### src/bus_pkg.sv
`default_nettype none

package bus_pkg;

    localparam int addr_w = 64;
    localparam int id_w   = 4;

    // requester ids echoed back with each read
    localparam logic [id_w-1:0] id_fetch = 4'd1;
    localparam logic [id_w-1:0] id_mem   = 4'd2;

    // clint registers, answered without the bus
    localparam logic [addr_w-1:0] clint_mtimecmp_addr = 64'h0000_0000_0200_4000;
    localparam logic [addr_w-1:0] clint_mtime_addr    = 64'h0000_0000_0200_bff8;

endpackage

`default_nettype wire

### src/bus_arbiter.sv
`timescale 1ns/1ps
`default_nettype none

module bus_arbiter (
    input  wire logic                        clk,
    input  wire logic                        rst_n,
    input  wire logic                        fetch_req,
    input  wire logic [bus_pkg::addr_w-1:0]  fetch_addr,
    input  wire logic                        mem_req,
    input  wire logic [bus_pkg::addr_w-1:0]  mem_addr,
    output logic                             fetch_gnt,
    output logic                             mem_gnt,
    output logic                             ram_valid,
    output logic      [bus_pkg::addr_w-1:0]  ram_addr,
    output logic      [bus_pkg::id_w-1:0]    ram_id,
    input  wire logic                        r_done
);
    import bus_pkg::*;

    logic busy_q;
    logic owner_mem_q;
    logic last_mem_q;
    logic pick_mem;
    logic sel_mem;

    // round robin, the side served last loses a tie
    assign pick_mem = (fetch_req && mem_req) ? !last_mem_q : mem_req;
    assign sel_mem  = busy_q ? owner_mem_q : pick_mem;

    assign fetch_gnt = busy_q ? !owner_mem_q : (fetch_req && !pick_mem);
    assign mem_gnt   = busy_q ? owner_mem_q : (mem_req && pick_mem);
    assign ram_valid = (fetch_gnt && fetch_req) || (mem_gnt && mem_req);
    assign ram_addr  = sel_mem ? mem_addr : fetch_addr;
    assign ram_id    = sel_mem ? id_mem : id_fetch;

    always_ff @(posedge clk or negedge rst_n) begin
        if (!rst_n) begin
            busy_q      <= 1'b0;
            owner_mem_q <= 1'b0;
            // fetch wins the first tie
            last_mem_q  <= 1'b1;
        end else if (!busy_q) begin
            if (fetch_req || mem_req) begin
                busy_q      <= 1'b1;
                owner_mem_q <= pick_mem;
                last_mem_q  <= pick_mem;
            end
        end else if (r_done) begin
            busy_q <= 1'b0;
        end
    end

endmodule

`default_nettype wire

### config.mk
export PLATFORM = sky130hd
export DESIGN_NAME = bus_arbiter
export DESIGN_NICKNAME = d
export VERILOG_FILES = /design/src/bus_pkg.sv /design/src/bus_arbiter.sv
export SDC_FILE = /design/constraint.sdc
export NUM_CORES = 1
export LEC_CHECK = 0
export BUFFER_PORTS_ARGS = -buffer_cell sky130_fd_sc_hd__clkbuf_2
export CAP_MARGIN = 20
export CORE_AREA = 2 2 79 81
export CTS_CLUSTER_DIAMETER = 40
export DETAILED_ROUTE_END_ITERATION = 7
export DIE_AREA = 0 0 81 83
export PLACE_DENSITY_LB_ADDON = 0.12
export SLEW_MARGIN = 20
export SYNTH_ARGS = -nofsm -noshare
export SYNTH_HDL_FRONTEND = slang
export SYNTH_SLANG_ARGS = --single-unit
### constraint.sdc
create_clock -name clk -period 2.1 [get_ports clk]
set_input_delay 0.105 -clock clk [delete_from_list [all_inputs] [get_ports clk]]
set_output_delay 0.105 -clock clk [all_outputs]
set_load 0.02 [all_outputs]
Yosys cells after proc, flatten, opt, wreduce, memory -nomap -nowiden

Index checks and enable logic that the tools add are counted.

Logic and storage cells: 24
Output and inout port bits: 71
Bits of input ports: 133
Bits in registers: 3

Reductions and logical operators: 11
Mux-type cells: 9
Bitwise gates (word level): 1

Operators with widths:

| kind                | number |
|---|---|
| $mux W64            | 1 |
| $mux W1             | 7 |
| $logic_and A1 B1 Y1 | 5 |
| $logic_not A1 Y1    | 3 |
| $logic_or A1 B1 Y1  | 2 |
| $mux W2             | 1 |
| $reduce_and A2 Y1   | 1 |
| $not A1 Y1          | 1 |

Longest topological paths before layout

Depth in word-level cells: 7
Depth in mapped cells: 6
Gate-level depth less buffers: 3

Worst setup path after synthesis

Ideal clock, no wire load.

Path kind: register to output
Start: register last_mem_q
End: output fetch_gnt
Buffers on the path: 2
Stages on the path, launching flop included: 6
Slack: 309 ps
Data required time: 1995 ps
Data arrival time: 1686 ps
Cell sequence: dfstp_2 > nand2_1 > a21boi_4 > buf_6 > buf_6 > a21boi_0

Word-level cells in the longest chain between the ends: 5

RTL lines:

| element                  | line              | source |
|---|---|---|
| start: declaration       | bus_arbiter.sv:22 | `logic last_mem_q;` |
| start signal: assignment | bus_arbiter.sv:46 | `last_mem_q <= pick_mem;` |
| $logic_not A1 Y1         | bus_arbiter.sv:27 | `assign pick_mem = (fetch_req && mem_req) ? !last_mem_q : mem_req;` |
| $mux W1                  | bus_arbiter.sv:27 |  |
| $logic_not A1 Y1         | bus_arbiter.sv:30 | `assign fetch_gnt = busy_q ? !owner_mem_q : (fetch_req && !pick_mem);` |
| $logic_and A1 B1 Y1      | bus_arbiter.sv:30 |  |
| $mux W1                  | bus_arbiter.sv:30 |  |
| end: declaration         | bus_arbiter.sv:11 | `output logic fetch_gnt,` |

No other way between the ends.

Worst setup path in the final report

Start: register last_mem_q
End: output ram_addr[22] (netlist bit)

Word-level cells in the longest chain between the ends: 4

RTL lines:

| element          | line              | source |
|---|---|---|
| $logic_not A1 Y1 | bus_arbiter.sv:27 |  |
| $mux W1          | bus_arbiter.sv:27 |  |
| $mux W1          | bus_arbiter.sv:28 | `assign sel_mem = busy_q ? owner_mem_q : pick_mem;` |
| $mux W64         | bus_arbiter.sv:33 | `assign ram_addr = sel_mem ? mem_addr : fetch_addr;` |
| end: declaration | bus_arbiter.sv:14 | `output logic [bus_pkg::addr_w-1:0] ram_addr,` |

No other way between the ends.

==> results.toml <==
[layout]
synthToLayoutAreaGrowth_pct = 105
nNetsFinal = 430
diodes = 0
area_occupied_by_multi_input_gates_um2 = 875
drive_above_1_share_pct = 92.2
layout.core_utilization_pct = 37.1
register_area_um2 = 76.3
post_layout_nonfiller_instances = 371
post-route-cell-area_um2 = 2160
filler_cell_count = 623

[placement]
instance_area_at_placement_um2 = 2100
gp_congestion = 0.738
numPortBuffers = 201
post-place-cells = 366
post-dp-hpwl_um = 3950

[floorplanning]
die_height_um = 83
die-area_um2 = 6720
initial_utilization_pct = 18.1
floorplan.die.width_um = 81
fp-row-count = 28
core_um2 = 5820
pin_count = 204

[cts]
post-cts-setup-buffer-count = 0
clock_sinks = 3
cts_root_buf = "clkbuf_8"
clock_latency_ps = 210
cts_tree = "yes"
cts-root-to-sink-buffers = 2
cts_htree_levels = 1
clk_pin_slew_worst_paths_ps = 30
tritoncts.num_buffers = 3

[outcome]
run_status = "finished clean"

[route]
post_route_wl_um = 4450
drc = 0
detail_route.wl_per_cell_um = 12.0
num_vias = 1493
detail-route-antenna-nets = 0
drt-pass1-iter-count = 4
drtIter0Drc = 18
drt-vias-per-instance = 4.02

[synthesis]
synth-main-ff-cell = "dfrtp_1"
synth-warning-count = 0
yosys.area.top_type = "mux2_2"
synth_async_sr_flop_share_pct = 100
synth_common_cells = "48 x mux2_2, 16 x mux2_4, 7 x buf_4, 5 x inv_1, 4 x nand2_1"
mean_instance_size_in_the_synthesized_netlist_um2 = 10.8
top_cells_by_area_in_the_synthesized_netlist = "mux2_2 51%, mux2_4 23%, buf_4 5.0%, dfrtp_1 4.8%, buf_6 3.2%"
synth.most_common_cell = "mux2_2"
synth_largest_type_area_fraction_pct = 51.4
syn_area_um2 = 1050
ys_seq_elements = 3
syn-instance-count = 97
synth_cell_types = 17
synth_edf_count = 0
synth_seq_area_share_pct = 7.25

[grt]
maximum_number_of_pins_on_one_net_before_global_route_repair = 45
first_global_vias = 1460
global_routing_usage_summed_across_all_routing_layers_pct = 12.0
antenna_found_initial = 0
grt_first_pass_wirelength_um = 6490
grt_overflow = 0

[sta]
finClkSkew_ps = 1.34
hold_ws_ps = 67.2
rsz0062_at_grt = "false"
fmax_mhz = 502
timing_hold_violations_final = 0
finalWorstPathRequiredPeriod_ps = 1990
final_max_slew_viol_count = 0
timing.setup.tns_ps = 0
report.final.setup_viol = 0
finalCritPeriodShare_pct = 94.9

[worst_setup_path]
category_of_the_most_critical_setup_path = "reg2out"
cp-end-kind = "primary output"
slowest_cell_delay_on_critical_path_ps = 530
required_ps = 2000
cpMaxStageDelayCell = "dfstp_2"
critical_path_cell_sequence = "nand2_1, a21boi_4, buf_12, mux2_2, clkbuf_2"
startpoint_type = "flop"
cp.arrival_ps = 1890
reg2reg_depth = 3
critPathMaxFanout = 44

[run]
max-cap-violations = 0

[power_and_ir_drop]
pleak_nw = 1.31
peakVddDrop_mv = 0.266
power_density_nw_per_um2 = 692

[min_path]
worst_hold_path_type = "in2reg"
min_path_cells = 2
## logic make-up (layout without fill, tap and decap cells)
kind of cell           Yosys count  in the layout  synth area share (%)
AO/OA/AOI/OAI                    7              7                  5.11
buffers and inverters           15            213                  9.99
other                            1              2                 0.356
flip-flops                       3              3                  7.25
AND/OR/NAND/NOR                  7              7                  3.09
multiplexers                    64             64                  74.2
## cells in the final DEF, fill, tap and decap left out
| cell | instances |
|---|---|
| buf_12 | 1 |
| buf_6 | 1 |
| mux2_4 | 16 |
| nor2_1 | 1 |
| dfrtp_1 | 2 |
| a21boi_0 | 1 |
| a21oi_1 | 2 |
| conb_1 | 2 |
| dlygate4sd3_1 | 1 |
| nor2b_2 | 1 |
| dfstp_2 | 1 |
| nand2_1 | 4 |
| clkbuf_8 | 3 |
| nor3_1 | 1 |
| o21ai_0 | 1 |
| inv_1 | 5 |
| a21boi_4 | 1 |
| clkbuf_1 | 1 |
| clkbuf_2 | 201 |
| mux2_2 | 48 |
| a31oi_1 | 2 |
## registers in the layout, summed over array words and instances, names as in the netlist
name	cells
busy_q	1
last_mem_q	1
owner_mem_q	1
## where the power goes
| group | switching (mW) | leakage [nW] | internal [mW] | total [mW] |
|---|---|---|---|---|
| combinational | 0.654 | 1.26 | 0.582 | 1.24 |
| clock | 0.0357 | 0.0228 | 0.129 | 0.165 |
| sequential | 0.0136 | 0.0334 | 0.0774 | 0.0910 |
| total | 0.703 | 1.31 | 0.788 | 1.49 |
## stage by stage
step                      setup slack [ps]  total power, mW
after detailed placement               283             1.34
after CTS                             46.8             1.51
after floorplan                        309            0.983
final                                  106             1.49
after global routing                  17.5             1.60
after global placement                 311             1.34
## metal layers
layer | up-vias | wire, um | GRT usage [%]
met5 | - | 0 | 0
met1 | 631 | 1600 | 12.5
met2 | 111 | 2310 | 23.9
met3 | 4 | 511 | 2.72
met4 | 0 | 31 | 1.85
li1 | 747 | - | -
## repair_timing
action                     4_1_cts  5_1_grt
setup endpoints to repair        0       21
resized for setup                0        1
hold buffers                     1        0
hold endpoints to repair         3        0
## cell type report
| cell class | instances | area share, % |
|---|---|---|
| timing repair buffer | 204 | 48.6 |
| multi-input combinational | 80 | 40.6 |
| tap | 75 | 4.35 |
| sequential | 3 | 3.54 |
| clock buffer | 4 | 2.09 |
| inverter | 5 | 0.871 |
## worst max-delay path: cells and delay by family, from the launching register on
family	cells	cell delay, ps
AO/OA/AOI/OAI	1	210
buffers and inverters	2	430
flip-flops	1	530
multiplexers	1	380
AND/OR/NAND/NOR	1	100
## final timing paths
kind,from,end,slack (ps)
max,last_mem_q,ram_addr[22],110
min,r_done,busy_q,70
min reg2reg,last_mem_q,last_mem_q,520
min in group asynchronous,rst_n,busy_q,240
max reg2reg,busy_q,last_mem_q,1130
max in group asynchronous,rst_n,last_mem_q,1660
(Power assumes the default switching activity.)
