--- config.mk ---
export PLATFORM = sky130hd
export DESIGN_NAME = mem_stage
export DESIGN_NICKNAME = d
export VERILOG_FILES = /design/src/core_pkg.sv /design/src/bus_pkg.sv /design/src/csr_file.sv /design/src/mem_clint.sv /design/src/mem_stage.sv
export SDC_FILE = /design/constraint.sdc
export NUM_CORES = 1
export LEC_CHECK = 0
export BUFFER_PORTS_ARGS = -buffer_cell sky130_fd_sc_hd__buf_2
export CORE_AREA = 4 4 310 312
export CTS_CLUSTER_SIZE = 40
export DETAILED_ROUTE_END_ITERATION = 7
export DIE_AREA = 0 0 314 316
export PLACE_DENSITY = 0.5
export SLEW_MARGIN = 10
export SYNTH_ARGS = -nofsm -noshare
export SYNTH_HDL_FRONTEND = slang
export SYNTH_HIERARCHICAL = 1
export SYNTH_SLANG_ARGS = --single-unit
--- constraint.sdc ---
create_clock -name clk -period 11.7 [get_ports clk]
set_input_delay 2.34 -clock clk [delete_from_list [all_inputs] [get_ports clk]]
set_output_delay 2.34 -clock clk [all_outputs]
set_load 0.02 [all_outputs]
--- src/core_pkg.sv ---
`default_nettype none

package core_pkg;

    localparam int xlen = 64;

    // operations handed to the memory stage
    typedef enum logic [2:0] {
        op_none,
        op_load,
        op_csrrw,
        op_csrrs,
        op_ecall,
        op_mret
    } op_e;

    // load kinds, all cut from the aligned 64-bit word
    typedef enum logic [2:0] {
        ld,
        lw,
        lwu,
        lh,
        lbu
    } load_e;

    // machine csr addresses
    localparam logic [11:0] csr_mstatus = 12'd768;
    localparam logic [11:0] csr_mie     = 12'd772;
    localparam logic [11:0] csr_mtvec   = 12'd773;
    localparam logic [11:0] csr_mepc    = 12'd833;
    localparam logic [11:0] csr_mcause  = 12'd834;

    localparam int mstatus_mie  = 3;
    localparam int mstatus_mpie = 7;
    localparam int mie_mtie     = 7;

    localparam logic [xlen-1:0] cause_ecall = 64'd11;
    // interrupt bit on top, machine timer code 7
    localparam logic [xlen-1:0] cause_timer = {1'b1, 63'd7};

endpackage

`default_nettype wire

--- src/bus_pkg.sv ---
`default_nettype none

package bus_pkg;

    localparam int addr_w = 64;
    localparam int id_w   = 4;

    // requester ids echoed back with each read
    localparam logic [id_w-1:0] id_fetch = 4'd1;
    localparam logic [id_w-1:0] id_mem   = 4'd2;

    // clint registers, answered without the bus
    localparam logic [addr_w-1:0] clint_mtimecmp_addr = 64'h0000_0000_0200_4000;
    localparam logic [addr_w-1:0] clint_mtime_addr    = 64'h0000_0000_0200_bff8;

endpackage

`default_nettype wire

--- src/csr_file.sv ---
`timescale 1ns/1ps
`default_nettype none

module csr_file (
    input  wire logic                        clk,
    input  wire logic                        rst_n,
    input  wire core_pkg::op_e               op,
    input  wire logic [11:0]                 csr_addr,
    input  wire logic [core_pkg::xlen-1:0]   src1,
    input  wire logic [core_pkg::xlen-1:0]   src2,
    input  wire logic [core_pkg::xlen-1:0]   pc,
    input  wire logic                        timer_irq,
    output logic      [core_pkg::xlen-1:0]   mepc,
    output logic      [core_pkg::xlen-1:0]   mcause,
    output logic      [core_pkg::xlen-1:0]   mtvec,
    output logic      [core_pkg::xlen-1:0]   mstatus,
    output logic      [core_pkg::xlen-1:0]   mie
);
    import core_pkg::*;

    logic take_irq;
    logic trap;

    // csrrs also folds src2 into the set mask
    function automatic logic [xlen-1:0] csr_next(input logic [xlen-1:0] old);
        if (op == op_csrrs) begin
            return old | src1 | src2;
        end
        return src1;
    endfunction

    // timer only taken between instructions with interrupts globally on
    assign take_irq = timer_irq && (op == op_none) && mstatus[mstatus_mie];
    assign trap     = take_irq || (op == op_ecall);

    always_ff @(posedge clk or negedge rst_n) begin
        if (!rst_n) begin
            mepc    <= '0;
            mcause  <= '0;
            mtvec   <= '0;
            mstatus <= '0;
            mie     <= '0;
        end else if (trap) begin
            mepc                  <= pc;
            mcause                <= take_irq ? cause_timer : cause_ecall;
            mstatus[mstatus_mpie] <= mstatus[mstatus_mie];
            mstatus[mstatus_mie]  <= 1'b0;
        end else if (op == op_mret) begin
            mstatus[mstatus_mie]  <= mstatus[mstatus_mpie];
            mstatus[mstatus_mpie] <= 1'b1;
        end else if (op == op_csrrw || op == op_csrrs) begin
            case (csr_addr)
                csr_mstatus: mstatus <= csr_next(mstatus);
                csr_mie:     mie     <= csr_next(mie);
                csr_mtvec:   mtvec   <= csr_next(mtvec);
                csr_mepc:    mepc    <= csr_next(mepc);
                csr_mcause:  mcause  <= csr_next(mcause);
                default: ;
            endcase
        end
    end

endmodule

`default_nettype wire

--- src/mem_clint.sv ---
`timescale 1ns/1ps
`default_nettype none

module mem_clint (
    input  wire logic                        clk,
    input  wire logic                        rst_n,
    input  wire logic                        mmio_valid,
    input  wire logic [bus_pkg::addr_w-1:0]  mmio_addr,
    input  wire logic [core_pkg::xlen-1:0]   mtimecmp,
    input  wire logic [core_pkg::xlen-1:0]   mstatus,
    input  wire logic [core_pkg::xlen-1:0]   mie,
    output logic      [core_pkg::xlen-1:0]   read_data,
    output logic                             timer_irq
);
    import core_pkg::*;
    import bus_pkg::*;

    logic [xlen-1:0] mtime;
    logic            irq_en_q;

    // free running timer, one tick per clock
    always_ff @(posedge clk or negedge rst_n) begin
        if (!rst_n) begin
            mtime    <= '0;
            irq_en_q <= 1'b0;
        end else begin
            mtime    <= mtime + 1'b1;
            irq_en_q <= mstatus[mstatus_mie] & mie[mie_mtie];
        end
    end

    // mmio read, zero for anything not decoded
    always_comb begin
        read_data = '0;
        if (mmio_valid) begin
            if (mmio_addr == clint_mtime_addr) begin
                read_data = mtime;
            end else if (mmio_addr == clint_mtimecmp_addr) begin
                read_data = mtimecmp;
            end
        end
    end

    // level while the compare holds, enable lags one cycle
    assign timer_irq = irq_en_q && (mtime >= mtimecmp);

endmodule

`default_nettype wire

--- src/mem_stage.sv ---
`timescale 1ns/1ps
`default_nettype none

module mem_stage (
    input  wire logic                        clk,
    input  wire logic                        rst_n,
    input  wire core_pkg::op_e               op,
    input  wire core_pkg::load_e             load_kind,
    input  wire logic [core_pkg::xlen-1:0]   src1,
    input  wire logic [core_pkg::xlen-1:0]   src2,
    input  wire logic [core_pkg::xlen-1:0]   pc,
    input  wire logic [11:0]                 csr_addr,
    input  wire logic [core_pkg::xlen-1:0]   mtimecmp,
    output logic                             req,
    output logic      [bus_pkg::addr_w-1:0]  addr,
    input  wire logic                        gnt,
    input  wire logic [core_pkg::xlen-1:0]   rdata,
    input  wire logic                        r_done,
    input  wire logic [bus_pkg::id_w-1:0]    r_id,
    output logic                             res_valid,
    output logic      [core_pkg::xlen-1:0]   load_data,
    output logic                             timer_irq,
    output logic      [core_pkg::xlen-1:0]   mepc,
    output logic      [core_pkg::xlen-1:0]   mcause,
    output logic      [core_pkg::xlen-1:0]   mtvec,
    output logic      [core_pkg::xlen-1:0]   mstatus,
    output logic      [core_pkg::xlen-1:0]   mie
);
    import core_pkg::*;
    import bus_pkg::*;

    typedef enum logic [2:0] {
        st_idle,
        st_req,
        st_wait,
        st_mmio,
        st_done
    } state_e;

    state_e          state_q;
    state_e          state_d;
    logic [xlen-1:0] eff_addr;
    logic            is_clint;
    logic            bus_done;
    logic            mmio_valid;
    logic [xlen-1:0] clint_data;
    logic [xlen-1:0] data_q;
    load_e           kind_q;

    assign eff_addr = src1 + src2;
    assign is_clint = (eff_addr == clint_mtime_addr) || (eff_addr == clint_mtimecmp_addr);
    // only our own id ends the wait, fetch replies pass by
    assign bus_done = r_done && (r_id == id_mem);

    always_comb begin
        state_d = state_q;
        case (state_q)
            st_idle: begin
                if (op == op_load) begin
                    state_d = is_clint ? st_mmio : st_req;
                end
            end
            st_req: begin
                if (gnt) begin
                    state_d = st_wait;
                end
            end
            st_wait: begin
                if (bus_done) begin
                    state_d = st_done;
                end
            end
            // clint answers in the same cycle
            st_mmio: state_d = st_done;
            st_done: state_d = st_idle;
            default: state_d = st_idle;
        endcase
    end

    always_ff @(posedge clk or negedge rst_n) begin
        if (!rst_n) begin
            state_q <= st_idle;
        end else begin
            state_q <= state_d;
        end
    end

    // address and kind taken when the load starts
    always_ff @(posedge clk) begin
        if (state_q == st_idle) begin
            addr   <= eff_addr;
            kind_q <= load_kind;
        end
        if (state_q == st_mmio) begin
            data_q <= clint_data;
        end else if (state_q == st_wait && bus_done) begin
            data_q <= rdata;
        end
    end

    // request held through the wait, until our reply
    assign req        = (state_q == st_req) || (state_q == st_wait);
    assign mmio_valid = (state_q == st_mmio);
    assign res_valid  = (state_q == st_done);

    // sub-word loads use the low bytes of the word
    always_comb begin
        case (kind_q)
            ld:      load_data = data_q;
            lw:      load_data = {{32{data_q[31]}}, data_q[31:0]};
            lwu:     load_data = {32'd0, data_q[31:0]};
            lh:      load_data = {{48{data_q[15]}}, data_q[15:0]};
            lbu:     load_data = {56'd0, data_q[7:0]};
            default: load_data = data_q;
        endcase
    end

    csr_file csr_file_i (
        .clk       (clk),
        .rst_n     (rst_n),
        .op        (op),
        .csr_addr  (csr_addr),
        .src1      (src1),
        .src2      (src2),
        .pc        (pc),
        .timer_irq (timer_irq),
        .mepc      (mepc),
        .mcause    (mcause),
        .mtvec     (mtvec),
        .mstatus   (mstatus),
        .mie       (mie)
    );

    mem_clint mem_clint_i (
        .clk        (clk),
        .rst_n      (rst_n),
        .mmio_valid (mmio_valid),
        .mmio_addr  (addr),
        .mtimecmp   (mtimecmp),
        .mstatus    (mstatus),
        .mie        (mie),
        .read_data  (clint_data),
        .timer_irq  (timer_irq)
    );

endmodule

`default_nettype wire

## Word level (Yosys, flattened, before mapping)

Index checks and enable logic that the tools add are counted.

| cells by class | value |
|---|---|
| add/subtract/negate cells | 2 |
| multiply operators | 0 |
| shifts and indexed selects | 0 |
| reduce and logical (&&, ||, !) cells | 24 |
| multiplexer cells | 56 |
| eq/ne operators | 27 |
| bitwise logic cells | 13 |
| magnitude comparators | 1 |
| div/mod/pow operators | 0 |

Operators with widths:

| operator | count |
|---|---|
| $mux 64 | 23 |
| $or 64x64->64 | 10 |
| $eq 64x26->1 const B | 4 |
| $pmux 64 s4 | 1 |
| $add 64x1->64 const B | 1 |
| $add 64x64->64 | 1 |
| $ge 64x64->1 | 1 |
| $eq 12x10->1 const B | 5 |
| $mux 1 | 25 |
| $eq 3x2->1 const B | 6 |
| $mux 8 | 2 |
| $eq 3x3->1 const B | 4 |
| $pmux 3 s4 | 1 |
| $reduce_and 4->1 | 3 |
| $eq 3x1->1 const B | 3 |
| $mux 3 | 3 |
| $reduce_and 3->1 | 3 |
| $reduce_bool 2->1 | 4 |
| $logic_not 3->1 | 2 |
| $ne 2x2->1 const B | 3 |
| $reduce_bool 3->1 | 2 |
| $logic_and 1x1->1 | 5 |
| $eq 4x2->1 const B | 1 |
| $logic_or 1x1->1 | 4 |
| other kinds (5) | 6 |

| storage, ports and cells | value |
|---|---|
| memory bits (writable) | 0 |
| memories | 0 |
| latch bits | 0 |
| register bits after elaboration | 519 |
| memory bits (read-only) | 0 |

## Depth between registers and ports, before layout

| depth | value |
|---|---|
| word-level depth | 11 |
| depth in mapped cells | 14 |

## Cells and area by module

The synthesis kept the hierarchy.

Modules (own cells, without submodules):

| module | cells each | times used | area each (um^2) |
|---|---|---|---|
| csr_file | 1355 | 1 | 13884.6 |
| mem_stage | 1180 | 1 | 10251.1 |
| mem_clint | 657 | 1 | 5634.2 |

## Worst setup path after synthesis

OpenSTA, ideal clock, no wires.

| timing | value |
|---|---|
| path type | input to register |
| start point | input r_id[0] in the netlist's numbering |
| end point | register data_q[0], enable pin |
| setup time | 0.578 ns |
| data required time | 11.122 ns |
| slack | 3.677 ns |
| arrival | 7.445 ns |
| stages | 3 |
| cells stage by stage | nor4b_1 a21oi_1 nor3b_1 |

| on the way | value |
|---|---|
| longest elaborated chain between the ends | 4 |

RTL lines:

| item | RTL line | source |
|---|---|---|
| from (decl) | mem_stage.sv:19 | `input wire logic [bus_pkg::id_w-1:0] r_id,` |
| $eq 4x2->1 | mem_stage.sv:53 | `assign bus_done = r_done && (r_id == id_mem);` |
| $logic_and 1x1->1 | mem_stage.sv:53 |  |
| $logic_and 1x1->1 | mem_stage.sv:96 | `end else if (state_q == st_wait && bus_done) begin` |
| $reduce_bool 2->1 (no source line) | - |  |
| to (signal assigned) | mem_stage.sv:95 | `data_q <= clint_data;` |
| to (signal assigned) | mem_stage.sv:97 | `data_q <= rdata;` |
| to (decl) | mem_stage.sv:47 | `logic [xlen-1:0] data_q;` |

No other way between the ends.
A chain may end at the register's enable or synchronous reset.

## Final worst setup path

| timing | value |
|---|---|
| start point | input mtimecmp[7] in the netlist's numbering |
| end point | output timer_irq |

| on the way | value |
|---|---|
| longest elaborated chain between the ends | 2 |

RTL lines:

| item | RTL line | source |
|---|---|---|
| from (decl) | mem_stage.sv:13 | `input wire logic [core_pkg::xlen-1:0] mtimecmp,` |
| $ge 64x64->1 | mem_clint.sv:45 | `assign timer_irq = irq_en_q && (mtime >= mtimecmp);` |
| $logic_and 1x1->1 | mem_clint.sv:45 |  |
| to (decl) | mem_stage.sv:22 | `output logic timer_irq,` |

No other way between the ends.

==> flow_metrics.tcl <==
set metrics [dict create \
    yosysSeqAreaShare_pct 45.8 \
    yosysUniqueCellTypes 98 \
    wire_per_inst_um 25.2 \
    relSlewSlack_pct 10.3 \
    coreArea_mm2 0.0930 \
    synth_area_leader_cell "dfrtp_1" \
    syn2layout_area_growth_pct 24.0 \
    clk_pin_slew_worst_paths_ns 0.06 \
    drc_errors 0 \
    syn-instance-count 3192 \
    status "finished, final reports clean" \
    dieArea_mm2 0.0992 \
    firstDrtPassIters 5 \
    hpwl_um 99400 \
    async_flop_share_pct 74.8 \
    hold_path_class "register to register" \
    rsz0062_at_grt "false" \
    die_h_um 316 \
    yosysMostFrequentCell "a21oi_1" \
    worstSkewPairLatency_ns 0.63 \
    cts_num_sinks 519 \
    clock_skew_ns 0.0238 \
    yosysWarnings 6 \
    post-route-cell-area_mm2 0.0369 \
    worstSetupStartpointType "input port" \
    hold_buffers 0 \
    ir_worst_vdd_v 0.0000913 \
    vias_per_cell 5.36 \
    worst_setup_path_end_kind "primary output" \
    vias 27980 \
    drive_above_1_share_pct 26.3 \
    reg2regPathDepth 14 \
    syn_area_mm2 0.0298 \
    max_freq_mhz 138 \
    cts_resized 0 \
    fin_nets 4379 \
    ant_nets 0 \
    grt_max_degree 152 \
    syn_area_per_cell_um2 9.33 \
    finalSetupTns_ns 0 \
    slew_viol_final 0 \
    layout_min_cycle_time_ns 7.26 \
    worst_slew_pin_slew_ns 1.35 \
    io_pins 797 \
    synth_top_area_share_pct 32.6 \
    drt-initial-drc-count 2012 \
    cts_setup_buffers 0 \
    syn-num-nets 3667 \
    setup_violations 0 \
    wirelength_um 132000 \
    cts_buffer_depth 3 \
    cp.required_ns 9.36 \
    die_w_um 314 \
    period_share_pct 62.0 \
    dp_slack_ns 4.33 \
    antenna_found_initial 25 \
    holdPathStages 1 \
    hold_slack_ns 0.502 \
    setup_slack_ns 4.44 \
    grt_pass1_wl_um 191000 \
    grt-ovfl-total 0 \
    max_cap_viol_count 0 \
    synth_edf_count 131 \
    power_leakage_nw 17.8 \
    first_global_vias 27855 \
    synth_area_leaders "dfrtp_1 33%, edfxtp_1 13%, a21oi_1 9.2%" \
    finalHoldViolCount 0 \
    critPathKind "input port to primary output" \
    ys_ff_latch 519 \
    path_max_fanout 3 \
    cts_made_buffers 67 \
    start_util_pct 32.0 \
    synth_common_cells "546 x a21oi_1, 388 x dfrtp_1, 318 x nand2_1" \
    critPathArrivalTime_ns 4.92 \
    root_buffer "clkbuf_16" \
    finalPower_w 0.00580 \
    cts_tree "done" \
    rows 112 \
    synthFlopType "dfrtp_1" \
    numPortBuffers 796 \
    p_per_area_mw_per_mm2 157 \
    track_usage_pct 25.7 \
    place_area_mm2 0.0348 \
    htreeDepth 3 \
    gp_congestion 0.893 \
]
[metal layers]
layer	vias up	wire, um	GRT usage (%)
li1	12984	-	-
met1	13714	52700	31.2
met2	1054	63700	43.8
met3	206	11400	7.99
met4	22	3680	7.28
met5	-	119	0
[cells in the final DEF, fill, tap and decap left out, types with 21 or more instances in the layout]
cell	instances
clkbuf_1	25
nor3_1	39
o21ai_1	31
o21a_1	76
inv_1	219
a21o_1	82
nor2b_1	78
o2bb2ai_1	58
nor4_1	21
dfrtp_1	388
xor2_1	36
nand4_1	62
nand3_1	46
edfxtp_1	131
buf_4	27
a22oi_1	66
nor2_1	109
or2_2	71
o21ai_0	104
ha_1	128
a221o_1	68
xnor2_1	70
buf_2	795
clkbuf_16	72
a21oi_1	545
nand2_1	318
[registers in the layout, indices dropped and copies added, names as in the netlist]
register              flops
csr_file_i/mepc          64
mem_clint_i/mtime        64
csr_file_i/mie           64
mem_clint_i/irq_en_q      1
data_q                   64
csr_file_i/mtvec         64
kind_q                    3
csr_file_i/mcause        64
state_q                   3
addr                     64
csr_file_i/mstatus       64
[cells by family after synthesis]
family                     Yosys count  share of synthesized area [%]
buffers and inverters              401                           5.64
muxes                                5                          0.181
adders and majority gates          129                           5.45
DFF                                519                           45.8
xor gates and xnor gates           108                           3.20
and+or+nand+nor                    875                           15.2
AOI/OAI and AO/OA                 1155                           24.5
[cell type report]
cell class	instances	area [um2]
Inverter	220	826
Fill cell	9665	56100
Sequential cell	519	13600
Antenna cell	9	22.5
Clock inverter	15	111
Multi-Input combinational cell	2272	14600
Clock buffer	103	1980
Tap cell	1254	1570
Timing Repair Buffer	824	4220
[per-stage QoR]
stage / utilization (%) / cells
global placement: 37.4 / 5089
detailed placement: 37.4 / 5089
floorplan: - / 3192
global route: 39.7 / 5212
finish: 39.7 / 5216
CTS: 39.7 / 5207
[power breakdown]
group          internal [W]  total [W]  switching [W]
registers           0.00209    0.00226       0.000167
logic              0.000461    0.00153        0.00107
clock network       0.00117    0.00201       0.000842
[worst max-delay path: stages]
cell,delay (ns)
buf_2,0.09
inv_1,0.04
ha_1,0.29
nand2_1,0.07
nor3_1,0.17
a21oi_1,0.11
o41ai_1,0.56
a21oi_1,0.29
o41ai_1,0.63
buf_2,0.32
[worst paths after layout]
check | from | to | slack (ns)
max | mtimecmp[7] | timer_irq | 4.44
max in group asynchronous | rst_n | mem_clint_i/mtime[43]$_DFF_PN0_ | 7.89
min reg2reg | mem_clint_i/mtime[63]$_DFF_PN0_ | mem_clint_i/mtime[63]$_DFF_PN0_ | 0.50
min | mem_clint_i/mtime[63]$_DFF_PN0_ | mem_clint_i/mtime[63]$_DFF_PN0_ | 0.50
min in group asynchronous | rst_n | csr_file_i/mtvec[25]$_DFFE_PN0P_ | 1.73
max reg2reg | mem_clint_i/mtime[0]$_DFF_PN0_ | csr_file_i/mepc[30]$_DFFE_PN0P_ | 6.54
Note: power is estimated with default switching activity, not from simulation.
