`src/core_pkg.sv`:
```
`default_nettype none

package core_pkg;

    localparam int xlen = 64;

    // operations handed to the memory stage
    typedef enum logic [2:0] {
        op_none,
        op_load,
        op_csrrw,
        op_csrrs,
        op_ecall,
        op_mret
    } op_e;

    // load kinds, all cut from the aligned 64-bit word
    typedef enum logic [2:0] {
        ld,
        lw,
        lwu,
        lh,
        lbu
    } load_e;

    // machine csr addresses
    localparam logic [11:0] csr_mstatus = 12'd768;
    localparam logic [11:0] csr_mie     = 12'd772;
    localparam logic [11:0] csr_mtvec   = 12'd773;
    localparam logic [11:0] csr_mepc    = 12'd833;
    localparam logic [11:0] csr_mcause  = 12'd834;

    localparam int mstatus_mie  = 3;
    localparam int mstatus_mpie = 7;
    localparam int mie_mtie     = 7;

    localparam logic [xlen-1:0] cause_ecall = 64'd11;
    // interrupt bit on top, machine timer code 7
    localparam logic [xlen-1:0] cause_timer = {1'b1, 63'd7};

endpackage

`default_nettype wire

```
`src/bus_pkg.sv`:
```
`default_nettype none

package bus_pkg;

    localparam int addr_w = 64;
    localparam int id_w   = 4;

    // requester ids echoed back with each read
    localparam logic [id_w-1:0] id_fetch = 4'd1;
    localparam logic [id_w-1:0] id_mem   = 4'd2;

    // clint registers, answered without the bus
    localparam logic [addr_w-1:0] clint_mtimecmp_addr = 64'h0000_0000_0200_4000;
    localparam logic [addr_w-1:0] clint_mtime_addr    = 64'h0000_0000_0200_bff8;

endpackage

`default_nettype wire

```
`src/fetch_unit.sv`:
```
`timescale 1ns/1ps
`default_nettype none

module fetch_unit #(
    parameter logic [bus_pkg::addr_w-1:0] fetch_base = 'h100
) (
    input  wire logic                        clk,
    input  wire logic                        rst_n,
    input  wire logic                        fetch_en,
    output logic                             req,
    output logic      [bus_pkg::addr_w-1:0]  addr,
    input  wire logic                        gnt,
    input  wire logic [core_pkg::xlen-1:0]   rdata,
    input  wire logic                        r_done,
    input  wire logic [bus_pkg::id_w-1:0]    r_id,
    output logic                             instr_valid,
    output logic      [core_pkg::xlen-1:0]   instr
);
    import bus_pkg::*;

    logic granted_q;

    // a reply counts only once our request has been granted
    assign instr_valid = granted_q && r_done && (r_id == id_fetch);
    assign instr       = rdata;

    always_ff @(posedge clk or negedge rst_n) begin
        if (!rst_n) begin
            addr      <= fetch_base;
            req       <= 1'b0;
            granted_q <= 1'b0;
        end else if (instr_valid) begin
            // drop req for a cycle so the other side gets a turn
            addr      <= addr + 8;
            req       <= 1'b0;
            granted_q <= 1'b0;
        end else begin
            if (!req && fetch_en) begin
                req <= 1'b1;
            end
            if (req && gnt) begin
                granted_q <= 1'b1;
            end
        end
    end

endmodule

`default_nettype wire

```
`config.mk`:
```
export PLATFORM = sky130hd
export DESIGN_NAME = fetch_unit
export DESIGN_NICKNAME = d
export VERILOG_FILES = /design/src/core_pkg.sv /design/src/bus_pkg.sv /design/src/fetch_unit.sv
export SDC_FILE = /design/constraint.sdc
export NUM_CORES = 1
export LEC_CHECK = 0
export BUFFER_PORTS_ARGS = -buffer_cell sky130_fd_sc_hd__buf_2
export CAP_MARGIN = 20
export CORE_MARGIN = 3
export CORE_UTILIZATION = 40
export CTS_CLUSTER_DIAMETER = 30
export DETAILED_ROUTE_END_ITERATION = 10
export PLACE_DENSITY_LB_ADDON = 0.05
export SYNTH_ARGS = -nofsm -noshare
export SYNTH_HDL_FRONTEND = slang
export SYNTH_SLANG_ARGS = --single-unit
```
`constraint.sdc`:
```
create_clock -name clk -period 2 [get_ports clk]
set_input_delay 0.2 -clock clk [delete_from_list [all_inputs] [get_ports clk]]
set_output_delay 0.2 -clock clk [all_outputs]
set_load 0.05 [all_outputs]
```
---- Word level (Yosys, flattened, before mapping) ----
Cells that the tools add are included.
storage, ports and cells
  memory bits (writable) .................. 0
  register bits ........................... 66
  latch bits .............................. 0
  memory bits (read-only) ................. 0
  bits of input ports ..................... 73
  memories kept ........................... 0
operators by class
  bitwise logic cells ..................... 0
  multipliers ............................. 0
  reduce and logical (&&, ||, !) cells .... 7
  equality and inequality tests ........... 1
  muxes and demuxes ....................... 4
  shifts and indexed selects .............. 0
  divide/modulo/power cells ............... 0
  add/subtract/negate cells ............... 1
  magnitude comparators ................... 0
operators with widths
  kind                   number
  $add 64x4->64 const B  1
  $eq 4x1->1 const B     1
  $logic_and 1x1->1      4
  $mux 1                 4
  $reduce_bool 2->1      2
  $logic_not 1->1        1

---- Longest topological paths before layout ----
Gate-level depths: netlist of run 1.
  depth in word-level cells ............... 4
  mapped depth ............................ 6
  gate-level depth less buffers ........... 6

---- Least setup slack after synthesis of run 1 ----
No wires, ideal clock.
  path kind ............................... register to register
  start point ............................. register addr[29] in the netlist's numbering
  end point ............................... register addr[58] in the netlist's numbering
  path slack .............................. -0.295 ns
  clock period less this slack ............ 2.295 ns
  cell stages (with the launch flop) ...... 6
  arrival ................................. 2.213 ns
  library setup time ...................... 0.082 ns
  path through ............................ dfrtp_1 -> nand3_4 -> or4_4 -> or4_4 -> nor3_2 -> xor2_1
between the ends
  cells in the longest elaborated chain, start to end .. 1
RTL lines
  what                    line              source
  from (decl)             fetch_unit.sv:11  output logic [bus_pkg::addr_w-1:0] addr,
  from (signal assigned)  fetch_unit.sv:29  addr <= fetch_base;
  from (signal assigned)  fetch_unit.sv:34  addr <= addr + 8;
  $add 64x4->64           fetch_unit.sv:34
No other way between the ends.
A chain may end at the register's enable or synchronous reset.

---- Worst setup path after layout of run 1 ----
  start point ............................. register addr[31] in the netlist's numbering
  end point ............................... register addr[52] in the netlist's numbering
The elaborated chain is that of the path after synthesis.

==> run_results.csv, run 1 <==
group,metric,value,unit
run_status,outcome,"completed",
clock_network,cts.sinks,63,
die,initial_core_util,0.416,
worst_setup_path,crit_arrival,2.17,ns
synthesis,yosys.area.top_type,"dfrtp_1",
layout,fillers,781,
die,dieWidth,99.2,um
pwr,p_total,0.00294,W
global_routing,grt_pass1_vias,2466,
die,fp.dieH,99.2,um
layout,layout_common_cells,"buf_2 (71), xor2_1 (35), dfrtp_1 (33)",
die,rows,33,
worst_hold_path,hp-class,"in -> reg",
pwr,power_density,718,mW/mm^2
layout,diodes,0,
drt,drc,0,
worst_setup_path,endpoint_kind,"register",
sta,fmax,0.529,GHz
sta,hold_viol,0,
worst_setup_path,start_kind,"register",
job,drv_cap,0,
worst_setup_path,path_class,"reg -> reg",
clock_network,cts_tree,"done",
sta,setup-violations-final,0,
synthesis,ys_types,33,
layout,final_nets,461,
layout,area_delta_synth_final,17.8,%
global_routing,grt_start_max_net_pins,39,
layout,layout-drive-gt1-share,0.441,
sta,period_share,0.945,
clock_network,cts_buffer_depth,2,
placed_design,gp_congestion,0.762,
worst_setup_path,cp_max_fo,4,
die,core,0.00834,mm^2
drt,routed-via-count,2454,
layout,final_common_cell,"buf_2",
pwr,ir_drop,0.000494,V
global_routing,antenna_found_initial,0,
drt,ant_nets,0,
drt,firstDrtPassIters,4,
placed_design,place.port_buffers,71,
synthesis,synth.yosys.seq_area_share,0.454,
sta,period_needed,1.89,ns
placed_design,post-dp-hpwl,5.60,mm
clock_network,htreeDepth,3,
drt,vias_per_cell,4.94,
clock_network,clk_pin_slew,0.08,ns
synthesis,synth.avg_cell_area,10.1,um^2
clock_network,cts_made_buffers,9,
synthesis,netlist_instances,343,
drt,drt_iter0_drc,108,
sta,skew,0.0110,ns
worst_setup_path,required,2.28,ns
placed_design,post_dp_cell_area,0.00371,mm^2
sta,worst_slack,0.111,ns
layout,final_util,0.491,
synthesis,yosys_warnings,0,
global_routing,grt.overflow.total,0,
synthesis,ys_top_cells_by_area,"dfrtp_1 (45%), buf_4 (14%), xor2_1 (8.8%)",
global_routing,gr-usage-all-layers,0.159,
die,dieArea,0.00984,mm^2
placed_design,place_ws,0.00690,ns
synthesis,ys_seq_elements,63,
die,ioPinCount,203,
drt,routed_wl,7.69,mm
synthesis,synth_top_area_frac,0.447,
global_routing,grt_pass1_wl,12.5,mm
sta,drv_slew,0,
drt,wl_per_cell,15.5,um
pwr,power_leakage,2.04,nW
clock_network,insertion_delay,0.35,ns
layout,finalInstanceArea,0.00409,mm^2
clock_network,root_buffer,"clkbuf_8",
synthesis,synth_area,0.00347,mm^2
## cell type report
| class | instances | area [um^2] | share of cell area |
|---|---|---|---|
| inverter | 12 | 45.0 | 0.0110 |
| clock inverter | 7 | 121 | 0.0297 |
| timing repair buffer | 99 | 606 | 0.148 |
| clock buffer | 9 | 124 | 0.0303 |
| sequential | 63 | 1610 | 0.394 |
| multi-input combinational | 202 | 1450 | 0.354 |
| tap | 105 | 131 | 0.0321 |
## layer usage
layer  GRT usage  vias up  share of wire
li1            -     1175              -
met1       0.219     1177           0.46
met2       0.231       76           0.44
met3      0.0568       26          0.076
met4      0.0567        0          0.014
met5           0        -              0
## power by group
part / leakage [nW] / internal [W] / switching [W]
clock: 0.123 / 0.000832 / 0.000549
sequential: 0.775 / 0.00130 / 0.0000310
combinational: 1.15 / 0.0000587 / 0.000163
## repair_timing
item,4_1_cts,5_1_grt
resized for setup,2,15
buffers inserted,0,3
pin swaps,0,1
endpoints found under the setup margin,1,26
hold buffers,1,0
hold endpoints to repair,62,0
## path summary, 6_finish.rpt
check                          from  endpoint  slack (ns)  cells past startpoint
min reg2reg                addr[38]  addr[38]        0.47                      1
min in group asynchronous     rst_n  addr[33]        0.37                      3
max reg2reg                addr[31]  addr[52]        0.11                      5
max in group asynchronous     rst_n   addr[8]        1.34                      3
max                        addr[31]  addr[52]        0.11                      5
min                        fetch_en       req        0.07                      3
## registers in the layout, summed over array words and instances, names as in the netlist
register	count
addr	61
granted_q	1
req	1
## cell usage after synthesis (all sizes together)
master	count
conb	1
nor2	21
nor3	22
nand3	23
inv	12
dfstp	1
and4	1
nand4b	1
mux2	1
nand4	12
nand4bb	1
and3	5
or2	1
nor4b	1
nand2	26
nor4	17
xor2	35
nor3b	1
or4	2
a21oi	1
dfrtp	62
xnor2	25
and2	1
ha	1
nand2b	1
buf	68
## kinds of logic (layout without fill, tap and decap cells)
kind of cell,after synthesis,after routing,share of synthesized area
XOR/XNOR,60,60,0.151
AO/OA/AOI/OAI,1,1,0.00144
flip-flops,63,63,0.454
other,1,3,0.00108
buffers and inverters,80,127,0.159
multiplexers,1,1,0.00324
AND/OR/NAND/NOR,136,136,0.226
adder cells (fa/ha/maj),1,1,0.00360
## per-stage QoR
stage	setup TNS, ns	hold slack (ns)	instances
after detailed placement	0	0.207	477
final	0	0.0705	497
after floorplan	-0.489	-0.0956	345
after CTS	0	0.0597	494
after global routing	-0.0153	0.0901	497
after global placement	0	0.208	477
## critical path, cell delays in order, from the launching register on
cell     delay [ns]
dfrtp_2        0.42
nand3_4        0.09
or4_4          0.53
or4_4          0.47
nor4_4         0.15
xor2_1         0.16
No activity file was read; power rests on OpenSTA's default activity.
==> run 2: changes to the inputs <==
CORE_UTILIZATION = 41   (was 40)
CTS_BUF_LIST = sky130_fd_sc_hd__clkbuf_2 sky130_fd_sc_hd__clkbuf_4 sky130_fd_sc_hd__clkbuf_8   (was default)
PLACE_DENSITY = 0.79   (was default)
PLACE_DENSITY_LB_ADDON = default   (was 0.05)
==> run_results.csv, run 2 (same netlist as run 1, synthesis figures left out) <==
group,metric,value,unit
placed_design,gp_congestion,0.834,
pwr,netSwitchingFraction,0.245,
worst_setup_path,r2r_end,"addr[52]",
pwr,pwr-share-clk,0.405,
pwr,power_density,653,mW/mm^2
sta,setup-violations-final,1,
clock_network,root_buffer,"clkbuf_8",
worst_setup_path,required,2.26,ns
worst_setup_path,start_kind,"register",
layout,final_common_cell,"buf_2",
worst_setup_path,critPathMaxStageDelay,0.49,ns
layout,fillers,744,
drt,vias_per_cell,5.10,
die,ioPinCount,203,
die,core,0.00797,mm^2
die,dieArea,0.00961,mm^2
global_routing,grt_pass1_wl,12.6,mm
layout,diodes,0,
sta,period_share,1.00,
die,initial_core_util,0.436,
worst_setup_path,crit_arrival,2.27,ns
sta,worst-slew-pin-transition,0.580,ns
pwr,p_sw,0.000639,W
worst_setup_path,timing.rr.start,"addr[38]",
global_routing,grt.overflow.total,0,
layout,top_register,"addr",
die,fp.dieH,98.0,um
worst_setup_path,crit_family,"simple AND/OR/NAND/NOR gates",
run_status,outcome,"finished with violations",
worst_hold_path,hp-class,"in -> reg",
layout,final_nets,457,
drt,firstDrtPassIters,4,
die,rows,32,
worst_setup_path,critPathSlowestCell,"or4_4",
global_routing,grt_pass1_vias,2541,
clock_network,insertion_delay,0.33,ns
worst_setup_path,worstPathCellList,"nand4_1 > or4_4 > or4_4 > nor4_4 > xor2_1",
drt,wl_per_cell,15.8,um
clock_network,cts.sinks,63,
global_routing,grt_start_max_net_pins,41,
global_routing,gr-usage-all-layers,0.162,
worst_setup_path,path_class,"reg -> reg",
layout,largest_registers,"addr x61, granted_q x1, req x1",
layout,layout_common_cells,"buf_2 (71), xor2_1 (35), dfrtp_1 (33)",
sta,hold_viol,0,
clock_network,clk_pin_slew,0.06,ns
pwr,ir_drop,0.000492,V
worst_hold_path,hold_path_depth,3,
sta,holdWs,0.0867,ns
die,dieWidth,98.0,um
worst_setup_path,endpoint_kind,"register",
worst_setup_path,cp_max_fo,4,
job,drv_cap,0,
placed_design,place.port_buffers,71,
clock_network,htreeDepth,3,
drt,routed_wl,7.71,mm
worst_hold_path,hold_path_startpoint,"fetch_en",
placed_design,dp_cells,469,
sta,skew,0.00566,ns
worst_hold_path,whs_endpoint,"req",
placed_design,post-dp-hpwl,5.72,mm
sta,drv_slew,0,
drt,routed-via-count,2493,
sta,setup_tns,-0.00691,ns
sta,fmax,0.498,GHz
pwr,power_leakage,1.99,nW
worst_setup_path,reg2reg_depth,5,
clock_network,cts_tree,"done",
worst_setup_path,critPathBufInv,0,
run_status,violations,"setup timing",
pwr,internal_power,0.00197,W
sta,worst_slack,-0.00691,ns
layout,largest_reg_flops,61,
clock_network,cts_buffer_depth,2,
sta,period_needed,2.01,ns
layout,area_delta_synth_final,14.9,%
drt,ant_nets,0,
layout,layout-drive-gt1-share,0.434,
pwr,pwr-share-seq,0.511,
sta,rsz0062_at_grt,"yes",
global_routing,antenna_found_initial,0,
worst_setup_path,ff2ff_setup_slack,-0.007,ns
clock_network,cts_made_buffers,9,
drt,drt_iter0_drc,104,
sta,maxSlewHeadroom,0.614,
drt,drc,0,
pwr,pwr-share-comb,0.083,
worst_setup_path,cp_common_cell,"or4_4",
layout,fin_cells,489,
## run 2: power by group through the flow
stage          Sequential, W  Clock (W)  Combinational, W
2_1_floorplan        0.00144          0          0.000400
3_3_place_gp         0.00135          0          0.000213
3_5_place_dp         0.00136          0          0.000215
4_1_cts              0.00133    0.00109          0.000218
5_1_grt              0.00133    0.00116          0.000234
6_report             0.00133    0.00106          0.000218
## run 2: final cells by class
| cell class | instances | area, um^2 | share of cell area |
|---|---|---|---|
| Timing Repair Buffer | 95 | 563 | 0.141 |
| Inverter | 12 | 45.0 | 0.0113 |
| Multi-Input combinational cell | 202 | 1450 | 0.362 |
| Tap cell | 102 | 128 | 0.0320 |
| Sequential cell | 63 | 1610 | 0.405 |
| Clock buffer | 15 | 194 | 0.0486 |
## run 2: worst register-to-register path, stage by stage, from the launching register on
cell and delay (ns):
dfrtp_2 0.38, nand4_1 0.22, or4_4 0.49, or4_4 0.49, nor4_4 0.18, xor2_1 0.17
## run 2: how the worst max path moves through the flow
| stage | start | endpoint | slack, ns | cells after the start |
|---|---|---|---|---|
| finish | addr[38] | addr[52] | -0.007 | 5 |
| CTS | granted_q | instr_valid | 0.006 | 3 |
| global placement | r_id[1] | addr[39] | -0.03 | 6 |
| detailed placement | r_id[1] | addr[39] | -0.07 | 6 |
| floorplan | addr[29] | addr[52] | -0.08 | 5 |
| global route | addr[38] | addr[52] | -0.12 | 5 |
## run 2: metrics by stage
step | cell area (um^2) | total power (W) | worst slack (ns) | util
3_3_place_gp | 3660 | 0.00156 | -0.0322 | 0.459
5_1_grt | 3990 | 0.00272 | -0.118 | 0.501
2_1_floorplan | 3520 | 0.00184 | -0.0752 | -
6_report | 3990 | 0.00261 | -0.00691 | 0.501
4_1_cts | 3870 | 0.00264 | 0.00631 | 0.486
3_5_place_dp | 3660 | 0.00157 | -0.0701 | 0.459
## run 2: what timing repair did
| item | 4_1_cts | 5_1_grt |
|---|---|---|
| hold buffers | 1 | 0 |
| setup buffers | 0 | 4 |
| gates resized for setup | 1 | 16 |
| endpoints found under the hold margin | 22 | 0 |
| endpoints found under the setup margin | 5 | 24 |
| pin swaps | 0 | 2 |
## run 2: layer usage
| layer | global-route usage | share of wire | vias to the layer above |
|---|---|---|---|
| met2 | 0.231 | 0.45 | 83 |
| met5 | 0 | 0 | - |
| met3 | 0.0529 | 0.078 | 45 |
| met4 | 0.0980 | 0.035 | 0 |
| met1 | 0.214 | 0.44 | 1199 |
| li1 | - | - | 1166 |
==> run 3: changes to the inputs <==
CORE_UTILIZATION = 49   (was 41)
PLACE_DENSITY = 0.88   (was 0.79)
clock period = 2.55 ns   (was 2 ns; I/O delays follow)
==> run_results.csv, run 3 (same netlist as run 1, synthesis figures left out) <==
group,metric,value,unit
worst_setup_path,endpoint_kind,"register",
die,dieArea,0.00813,mm^2
layout,fillers,634,
global_routing,grt_pass1_vias,2463,
worst_setup_path,path_class,"reg -> reg",
die,fp.dieH,90.2,um
die,rows,30,
drt,firstDrtPassIters,4,
sta,maxSlewHeadroom,0.599,
clock_network,cts.sinks,63,
layout,diodes,0,
drt,drt_iter0_drc,147,
global_routing,gr-usage-all-layers,0.181,
pwr,p_sw,0.000519,W
pwr,netSwitchingFraction,0.241,
worst_setup_path,ff2ff_setup_slack,0.23,ns
clock_network,cts_made_buffers,9,
drt,drc,0,
clock_network,cts_tree,"done",
die,ioPinCount,203,
run_status,outcome,"completed",
clock_network,clk_pin_slew,0.07,ns
die,dieWidth,90.2,um
clock_network,insertion_delay,0.34,ns
job,drv_cap,0,
layout,area_delta_synth_final,6.84,%
layout,final_common_cell,"buf_2",
global_routing,grt_start_max_net_pins,25,
drt,vias_per_cell,5.26,
global_routing,grt.overflow.total,0,
layout,top_register,"addr",
pwr,internal_power,0.00164,W
drt,wl_per_cell,15.2,um
sta,worst-slew-pin-transition,0.596,ns
die,core,0.00683,mm^2
pwr,pwr-share-seq,0.483,
sta,rsz0062_at_grt,"no",
global_routing,grtUsageMet2,0.293,
placed_design,post-dp-hpwl,5.33,mm
sta,drv_slew,0,
worst_setup_path,start_kind,"register",
drt,routed_wl,7.08,mm
sta,hold_viol,0,
worst_setup_path,required,2.81,ns
sta,period_needed,2.32,ns
layout,largest_reg_flops,61,
global_routing,antenna_found_initial,0,
die,initial_core_util,0.508,
sta,fmax,0.432,GHz
placed_design,gp_congestion,0.786,
layout,ff_latch_area,0.00158,mm^2
pwr,ir_drop,0.000404,V
worst_setup_path,crit_arrival,2.58,ns
worst_hold_path,hp-class,"in -> reg",
layout,largest_registers,"addr x61, granted_q x1, req x1",
layout,layout_common_cells,"buf_2 (71), dfrtp_1 (62), xor2_1 (35)",
pwr,pwr-share-comb,0.076,
pwr,power_leakage,1.94,nW
global_routing,use_met3,0.0586,
layout,fin_cells,465,
layout,layout-drive-gt1-share,0.290,
clock_network,cts_setup_buffers,0,
pwr,pwr-share-clk,0.440,
worst_setup_path,cp_max_fo,9,
layout,final_util,0.543,
global_routing,grt.busiest_layer,"met2",
clock_network,cts_resized,0,
global_routing,grt_pass1_wl,12.0,mm
placed_design,place.port_buffers,71,
drt,routed-via-count,2444,
clock_network,root_buffer,"clkbuf_8",
pwr,power_density,581,mW/mm^2
clock_network,htreeDepth,3,
sta,setup_tns,0,ns
sta,setup-violations-final,0,
placed_design,dp_cells,449,
clock_network,cts_buffer_depth,2,
layout,multi_input_area,0.00135,mm^2
drt,ant_nets,0,
layout,final_nets,439,
sta,skew,0.00941,ns
global_routing,met1_usage,0.222,
sta,period_share,0.908,
## run 3: cell types whose count changed in the layout (fill, tap and decap cells not counted), sizes merged
cell and change:
clkinv +2, clkbuf -4, buf -18, bufinv +2
## run 3: path summary, 6_finish.rpt
check,endpoint,start,cells past startpoint
min in group asynchronous,addr[34],rst_n,2
hold / removal,req,fetch_en,3
hold reg to reg,addr[63],addr[63],1
setup / recovery,addr[57],addr[11],5
setup reg to reg,addr[57],addr[11],5
max in group asynchronous,addr[8],rst_n,3
## run 3: timing repair
| item | 4_1_cts | 5_1_grt |
|---|---|---|
| setup endpoints to repair | 0 | 0 |
| hold endpoints to repair | 22 | 0 |
| hold buffers | 1 | 0 |
## run 3: power by group through the flow
| stage | combinational [W] | sequential (W) | clock [W] |
|---|---|---|---|
| 4_1_cts | 0.000168 | 0.00104 | 0.000970 |
| 6_report | 0.000165 | 0.00104 | 0.000950 |
| 2_1_floorplan | 0.000313 | 0.00112 | 0 |
| 3_5_place_dp | 0.000165 | 0.00106 | 0 |
| 3_3_place_gp | 0.000160 | 0.00106 | 0 |
| 5_1_grt | 0.000178 | 0.00105 | 0.00102 |
## run 3: worst max-delay path: stages, from the launching register on
cell and delay (ns):
dfrtp_1 0.43, nand4_1 0.24, nor4_1 0.56, nand4_2 0.35, nor4_1 0.48, xor2_1 0.18
## run 3: final cells by class
class	count	share of cell area
clock inverter	4	0.0189
clock buffer	11	0.0391
inverter	12	0.0121
timing repair buffer	77	0.109
sequential	63	0.425
tap	96	0.0324
multi-input combinational	202	0.364
## run 3: through the flow
step / setup slack (ns) / instance area [um^2] / total power [W] / hold WS (ns)
finish: 0.234 / 3710 / 0.00216 / 0.138
global route: 0.0572 / 3710 / 0.00224 / 0.151
CTS: 0.242 / 3710 / 0.00218 / 0.121
detailed placement: 0.260 / 3490 / 0.00123 / 0.259
global placement: 0.392 / 3490 / 0.00122 / 0.253
floorplan: 0.255 / 3480 / 0.00144 / -0.0406
## run 3: metal layers
layer	up-vias	wire length [um]
met5	-	0
met4	0	150
met3	30	521
met2	94	3340
met1	1180	3070
li1	1140	-
